## src/rsv_pkg.sv

```systemverilog
package rsv_pkg;

    // Queue geometry.
    localparam int RSV_ENTRIES = 16;
    localparam int RSV_IDX_W   = 4;

    // ROB id with the wrap bit on top.
    localparam int ROB_ID_W    = 8;

    localparam int DSP_LANES   = 2;
    localparam int ISSUE_PORTS = 2;

    // Issue port numbers.
    localparam int PORT_INT    = 0;
    localparam int PORT_MEM    = 1;

    typedef enum logic [2:0] {
        ALU    = 3'd0,
        CSR    = 3'd1,
        BJP    = 3'd2,
        MULDIV = 3'd3,
        AGU    = 3'd4,
        AMO    = 3'd5
    } exec_unit_e;

    typedef logic [RSV_ENTRIES-1:0] rsv_vec_t;

    typedef struct packed {
        logic                 valid;
        logic [ROB_ID_W-1:0]  rob_id;
        exec_unit_e           unit;
    } dsp_req_t;

    typedef struct packed {
        logic                 valid;
        logic [RSV_IDX_W-1:0] entry;
    } free_offer_t;

    typedef struct packed {
        logic                 valid;
        logic [RSV_IDX_W-1:0] entry;
        logic [ROB_ID_W-1:0]  rob_id;
        exec_unit_e           unit;
    } entry_wr_t;

    typedef struct packed {
        logic                 valid;
        logic [ROB_ID_W-1:0]  rob_id;
        exec_unit_e           unit;
    } entry_t;

    typedef struct packed {
        logic                 trap;
        logic                 mis;
        logic [ROB_ID_W-1:0]  mis_rob_id;
    } flush_t;

    typedef struct packed {
        logic                 valid;
        logic [RSV_IDX_W-1:0] entry;
        logic [ROB_ID_W-1:0]  rob_id;
    } issue_t;

    // True when id_a is older than id_b.
    function automatic logic rob_older(input logic [ROB_ID_W-1:0] id_a,
                                       input logic [ROB_ID_W-1:0] id_b);
        if (id_a[ROB_ID_W-1] != id_b[ROB_ID_W-1]) begin
            return id_a[ROB_ID_W-2:0] >= id_b[ROB_ID_W-2:0];
        end
        return id_a[ROB_ID_W-2:0] < id_b[ROB_ID_W-2:0];
    endfunction

endpackage

```

## src/rsv_alloc.sv

```systemverilog
`timescale 1ns/10ps

module rsv_alloc (
    input  rsv_pkg::dsp_req_t    i_dsp [rsv_pkg::DSP_LANES],
    input  rsv_pkg::rsv_vec_t    i_valid_vec,
    output rsv_pkg::free_offer_t o_free [rsv_pkg::DSP_LANES],
    output rsv_pkg::entry_wr_t   o_wr [rsv_pkg::DSP_LANES]
);

    rsv_pkg::rsv_vec_t free_vec;
    rsv_pkg::rsv_vec_t free_rest;

    // Lowest set bit of the free vector.
    function automatic rsv_pkg::free_offer_t find_lowest(input rsv_pkg::rsv_vec_t vec);
        rsv_pkg::free_offer_t res;
        res = '0;
        for (int i = rsv_pkg::RSV_ENTRIES - 1; i >= 0; i--) begin
            if (vec[i]) begin
                res.valid = 1'b1;
                res.entry = rsv_pkg::RSV_IDX_W'(i);
            end
        end
        return res;
    endfunction

    assign free_vec = ~i_valid_vec;

    // Each finder sees the free vector minus the earlier offers.
    always_comb begin
        free_rest = free_vec;
        for (int k = 0; k < rsv_pkg::DSP_LANES; k++) begin
            o_free[k] = find_lowest(free_rest);
            free_rest[o_free[k].entry] = 1'b0;
        end
    end

    // Lane k always lands in offer k.
    always_comb begin
        for (int k = 0; k < rsv_pkg::DSP_LANES; k++) begin
            o_wr[k].valid  = i_dsp[k].valid & o_free[k].valid;
            o_wr[k].entry  = o_free[k].entry;
            o_wr[k].rob_id = i_dsp[k].rob_id;
            o_wr[k].unit   = i_dsp[k].unit;
        end
    end

endmodule

```

## src/rsv_entry_table.sv

```systemverilog
`timescale 1ns/10ps

module rsv_entry_table (
    input  logic               clk,
    input  logic               i_rst,
    input  rsv_pkg::entry_wr_t i_wr [rsv_pkg::DSP_LANES],
    input  rsv_pkg::rsv_vec_t  i_release,
    input  rsv_pkg::flush_t    i_flush,
    output rsv_pkg::entry_t    o_entries [rsv_pkg::RSV_ENTRIES],
    output rsv_pkg::rsv_vec_t  o_valid_vec
);

    rsv_pkg::rsv_vec_t            valid_q;
    rsv_pkg::rsv_vec_t            valid_d;
    rsv_pkg::rsv_vec_t            mis_kill;
    logic [rsv_pkg::ROB_ID_W-1:0] rob_id_q [rsv_pkg::RSV_ENTRIES];
    rsv_pkg::exec_unit_e          unit_q [rsv_pkg::RSV_ENTRIES];
    logic                         wr_block;

    // No dispatch lands during any flush.
    assign wr_block = i_flush.trap | i_flush.mis;

    // Entries younger than the mispredicted ROB id.
    always_comb begin
        for (int j = 0; j < rsv_pkg::RSV_ENTRIES; j++) begin
            mis_kill[j] = i_flush.mis & rsv_pkg::rob_older(i_flush.mis_rob_id, rob_id_q[j]);
        end
    end

    always_comb begin
        valid_d = valid_q & ~i_release & ~mis_kill;
        if (!wr_block) begin
            for (int k = 0; k < rsv_pkg::DSP_LANES; k++) begin
                if (i_wr[k].valid) begin
                    valid_d[i_wr[k].entry] = 1'b1;
                end
            end
        end
        // Trap wins over everything.
        if (i_flush.trap) begin
            valid_d = '0;
        end
    end

    always_ff @(posedge clk) begin
        if (i_rst) begin
            valid_q <= '0;
        end else begin
            valid_q <= valid_d;
        end
    end

    always_ff @(posedge clk) begin
        for (int k = 0; k < rsv_pkg::DSP_LANES; k++) begin
            if (i_wr[k].valid && !wr_block) begin
                rob_id_q[i_wr[k].entry] <= i_wr[k].rob_id;
                unit_q[i_wr[k].entry]   <= i_wr[k].unit;
            end
        end
    end

    assign o_valid_vec = valid_q;

    always_comb begin
        for (int j = 0; j < rsv_pkg::RSV_ENTRIES; j++) begin
            o_entries[j].valid  = valid_q[j];
            o_entries[j].rob_id = rob_id_q[j];
            o_entries[j].unit   = unit_q[j];
        end
    end

endmodule

```

## src/rsv_issue_select.sv

```systemverilog
`timescale 1ns/10ps

module rsv_issue_select (
    input  rsv_pkg::entry_t                 i_entries [rsv_pkg::RSV_ENTRIES],
    input  rsv_pkg::rsv_vec_t               i_src1_rdy,
    input  rsv_pkg::rsv_vec_t               i_src2_rdy,
    input  logic [rsv_pkg::ISSUE_PORTS-1:0] i_issue_stall,
    output rsv_pkg::issue_t                 o_issue [rsv_pkg::ISSUE_PORTS],
    output rsv_pkg::rsv_vec_t               o_release
);

    rsv_pkg::rsv_vec_t ready_vec;
    rsv_pkg::rsv_vec_t cand [rsv_pkg::ISSUE_PORTS];

    // Unit classes routed to each port.
    function automatic logic port_serves(input int port, input rsv_pkg::exec_unit_e unit);
        logic serves;
        serves = 1'b0;
        case (port)
            rsv_pkg::PORT_INT: begin
                serves = unit inside {rsv_pkg::ALU, rsv_pkg::CSR, rsv_pkg::BJP, rsv_pkg::MULDIV};
            end
            rsv_pkg::PORT_MEM: begin
                serves = unit inside {rsv_pkg::AGU, rsv_pkg::AMO};
            end
            default: begin
                serves = 1'b0;
            end
        endcase
        return serves;
    endfunction

    assign ready_vec = i_src1_rdy & i_src2_rdy;

    always_comb begin
        for (int p = 0; p < rsv_pkg::ISSUE_PORTS; p++) begin
            for (int j = 0; j < rsv_pkg::RSV_ENTRIES; j++) begin
                cand[p][j] = i_entries[j].valid & ready_vec[j]
                           & port_serves(p, i_entries[j].unit);
            end
        end
    end

    // Oldest candidate per port. Strict compare keeps the lower index on a tie.
    always_comb begin
        for (int p = 0; p < rsv_pkg::ISSUE_PORTS; p++) begin
            o_issue[p] = '0;
            for (int j = 0; j < rsv_pkg::RSV_ENTRIES; j++) begin
                if (cand[p][j] && (!o_issue[p].valid ||
                    rsv_pkg::rob_older(i_entries[j].rob_id, o_issue[p].rob_id))) begin
                    o_issue[p].valid  = 1'b1;
                    o_issue[p].entry  = rsv_pkg::RSV_IDX_W'(j);
                    o_issue[p].rob_id = i_entries[j].rob_id;
                end
            end
        end
    end

    // A stalled port keeps its entry.
    always_comb begin
        o_release = '0;
        for (int p = 0; p < rsv_pkg::ISSUE_PORTS; p++) begin
            if (o_issue[p].valid && !i_issue_stall[p]) begin
                o_release[o_issue[p].entry] = 1'b1;
            end
        end
    end

endmodule

```

## src/rsv_ctrl.sv

```systemverilog
`timescale 1ns/10ps

module rsv_ctrl (
    input  logic                            clk,
    input  logic                            i_rst,
    input  rsv_pkg::dsp_req_t               i_dsp [rsv_pkg::DSP_LANES],
    input  rsv_pkg::flush_t                 i_flush,
    input  rsv_pkg::rsv_vec_t               i_src1_rdy,
    input  rsv_pkg::rsv_vec_t               i_src2_rdy,
    input  logic [rsv_pkg::ISSUE_PORTS-1:0] i_issue_stall,
    output rsv_pkg::free_offer_t            o_free [rsv_pkg::DSP_LANES],
    output rsv_pkg::issue_t                 o_issue [rsv_pkg::ISSUE_PORTS]
);

    rsv_pkg::entry_wr_t wr [rsv_pkg::DSP_LANES];
    rsv_pkg::entry_t    entries [rsv_pkg::RSV_ENTRIES];
    rsv_pkg::rsv_vec_t  valid_vec;
    rsv_pkg::rsv_vec_t  release_vec;

    // Free entry offers and dispatch writes.
    rsv_alloc u_alloc (
        .i_dsp       (i_dsp),
        .i_valid_vec (valid_vec),
        .o_free      (o_free),
        .o_wr        (wr)
    );

    rsv_entry_table u_table (
        .clk         (clk),
        .i_rst       (i_rst),
        .i_wr        (wr),
        .i_release   (release_vec),
        .i_flush     (i_flush),
        .o_entries   (entries),
        .o_valid_vec (valid_vec)
    );

    // Oldest ready pick per port.
    rsv_issue_select u_select (
        .i_entries     (entries),
        .i_src1_rdy    (i_src1_rdy),
        .i_src2_rdy    (i_src2_rdy),
        .i_issue_stall (i_issue_stall),
        .o_issue       (o_issue),
        .o_release     (release_vec)
    );

endmodule

```

## config.mk

```make
export PLATFORM = sky130hd
export DESIGN_NAME = rsv_ctrl
export DESIGN_NICKNAME = d
export VERILOG_FILES = /design/src/rsv_pkg.sv /design/src/rsv_alloc.sv /design/src/rsv_entry_table.sv /design/src/rsv_issue_select.sv /design/src/rsv_ctrl.sv
export SDC_FILE = /design/constraint.sdc
export NUM_CORES = 1
export LEC_CHECK = 0
export BUFFER_PORTS_ARGS = -buffer_cell sky130_fd_sc_hd__buf_4
export CAP_MARGIN = 5
export CELL_PAD_IN_SITES_DETAIL_PLACEMENT = 1
export CELL_PAD_IN_SITES_GLOBAL_PLACEMENT = 1
export CORE_ASPECT_RATIO = 0.6
export CORE_MARGIN = 2
export CORE_UTILIZATION = 49
export CTS_CLUSTER_SIZE = 10
export DETAILED_ROUTE_END_ITERATION = 10
export PLACE_DENSITY_LB_ADDON = 0.1
export REMOVE_ABC_BUFFERS = 1
export SLEW_MARGIN = 20
export SYNTH_ARGS = -nofsm -noshare
export SYNTH_HDL_FRONTEND = slang
export SYNTH_HIERARCHICAL = 1
export SYNTH_SLANG_ARGS = --single-unit
```

## constraint.sdc

```tcl
create_clock -name clk -period 49.8 [get_ports clk]
set_input_delay 4.98 -clock clk [delete_from_list [all_inputs] [get_ports clk]]
set_output_delay 4.98 -clock clk [all_outputs]
set_load 0.02 [all_outputs]
```

==> run_results.csv <==
group,metric,value,unit
power_and_ir_drop,p_per_area,14.3,mW/mm2
layout,final_area,0.0250,mm2
sta,finalHoldViolCount,0,
route,firstDrtPassIters,6,
sta,relSlewSlack,20.7,%
placed_design,gp_congestion,0.947,
clocking,root_buffer,"clkbuf_16",
sta,setup_viol,0,
floorplan,rows,61,
layout,fill_cells,5568,
floorplan,die_x,285,um
route,drt-total-wl,93900,um
worst_setup_path,arrival,42.17,ns
route,vias,22800,
clocking,hold_buffers,0,
synthesis,avgSynthCellArea,8.38,um2
floorplan,die_h,173,um
clocking,cts_buffers,17,
clocking,clk_pin_slew,0.07,ns
sta,drv_slew,0,
route,drc,0,
route,antenna_left,0,
floorplan,dieArea,0.0494,mm2
clocking,cts_tree,"yes",
run,drv_cap,0,
grt,grt_max_degree,33,
sta,fin_skew,0.0147,ns
worst_setup_path,slowest_delay,0.98,ns
clocking,cts-htree-levels,4,
sta,finalCritPeriodShare,94.7,%
layout,drive_above_1_share,17.0,%
outcome,status,"finished, final reports clean",
floorplan,core-area,0.0466,mm2
placed_design,place_area,0.0242,mm2
worst_setup_path,critPathMaxFanout,22,
worst_setup_path,r2r_setup_slack,10.73,ns
clocking,clk_latency,0.47,ns
route,dr_wl_met2,40100,um
placed_design,port-buffer-count,103,
layout,fin_util,53.5,%
grt,antenna_found_initial,2,
layout,syn_to_final_growth,7.18,%
clocking,clockBufferDepth,2,
placed_design,dp_hpwl,72000,um
sta,tightest_slew,1.19,ns
floorplan,start_util,50.0,%
worst_setup_path,crit_slowest_cell,"o32ai_1",
route,drtIter0Drc,2511,
route,wire_per_inst,27.4,um
worst_setup_path,crit_path_end_kind,"output port",
route,wl_met3,9620,um
layout,nets,3163,
sta,finalSetupTns,0,ns
power_and_ir_drop,vdd_drop_max,0.0000190,V
route,viasPerCell,6.65,
synthesis,synthesis.area,0.0233,mm2
grt,grt_use_total,37.1,%
sta,period_minus_slack,47.15,ns
grt,grt_pass1_wl,139000,um
route,top_layer_used,"met4",
worst_setup_path,crit_type,"in -> out",
sta,grt_setup_unrepaired,"false",
hold_path,hold_path.class,"reg -> reg",
worst_setup_path,start_kind,"primary input",
worst_setup_path,critPathRequiredTime,44.82,ns
power_and_ir_drop,power,0.357,mW
grt,grt.overflow.total,0,
sta,max_freq,21.2,MHz
power_and_ir_drop,cellLeakagePower,10.2,nW
floorplan,boundaryPins,106,
grt,first_global_vias,22700,
sta,whs,0.831,ns
clocking,cts.sinks,176,
synthesis,synthCells,2781,
route,wl_met1,42500,um
synthesis,ys_warn_count,6,
-- worst max-delay path: cells and delay by family --
kind,cells,cell delay [ns]
and+or+nand+nor,56,11.13
adders and majority gates,15,4.39
AOI/OAI and AO/OA,64,14.77
muxes,13,4.64
buffers and inverters,19,2.11
-- registers in the layout (all words and copies together) (netlist names) --
| register | cells |
|---|---|
| u_table/rob_id_q | 128 |
| u_table/unit_q | 32 |
| u_table/o_valid_vec | 16 |
-- per-layer routing --
metal,track usage (%),vias to the layer above
met2,55.9,1115
met1,55.2,11400
li1,-,10200
met5,0,-
met3,6.29,111
met4,8.01,0
-- final cells by class --
type	instances	area [um2]	area share, %
sequential	176	5120	20.5
clock inverter	13	173	0.692
clock buffer	19	443	1.77
timing repair buffer	128	983	3.94
tap	630	788	3.16
inverter	283	1060	4.25
antenna	1	2.50	0.0100
multi-input combinational	2179	16400	65.6
-- through the flow --
step	std cells	setup slack [ns]
after global placement	3389	2.63
after CTS	3422	1.11
after floorplan	2637	6.40
final	3429	2.65
after detailed placement	3390	1.25
after global routing	3428	0.0848
-- final timing paths --
kind,startpoint,end,cells after the start
max,i_src2_rdy[0],o_issue[23],167
min,u_table/o_valid_vec[14]$_SDFF_PP0_,u_table/o_valid_vec[14]$_SDFF_PP0_,3
max reg2reg,u_table/o_valid_vec[0]$_SDFF_PP0_,u_table/o_valid_vec[1]$_SDFF_PP0_,169
min reg2reg,u_table/o_valid_vec[14]$_SDFF_PP0_,u_table/o_valid_vec[14]$_SDFF_PP0_,3
-- what timing repair did --
action / CTS / global route
resized for setup: 0 / 15
endpoints found under the setup margin: 0 / 24
buffers inserted: 0 / 3
hold endpoints to repair: 0 / 0
-- where the power goes --
group	internal (mW)	leakage (nW)	switching (mW)
logic	0.0172	8.35	0.0305
clock network	0.0813	0.295	0.0653
registers	0.162	1.57	0.00126
-- cell usage in the layout, fill, tap and decap left out, types with 16 or more instances in the layout --
cell type    n
o21a_1      25
nand3b_1    27
mux2_2     199
a21oi_1    180
ha_1       308
clkbuf_16   17
or3_1       18
nor3_1      47
xor2_1      23
nor2b_1     45
a31oi_1     33
o21ai_0    190
o211ai_1    23
nand4_1     43
nand2b_1    73
nor2_1     178
o22ai_1     22
a211oi_1    17
nand2_1    222
edfxtp_1   160
a21o_1      25
dfxtp_1     16
inv_1      283
buf_4      125
xnor2_1     24
mux2i_1     58
or2_2       24
nand3_1     73
Power figures use the tool's default switching activity.
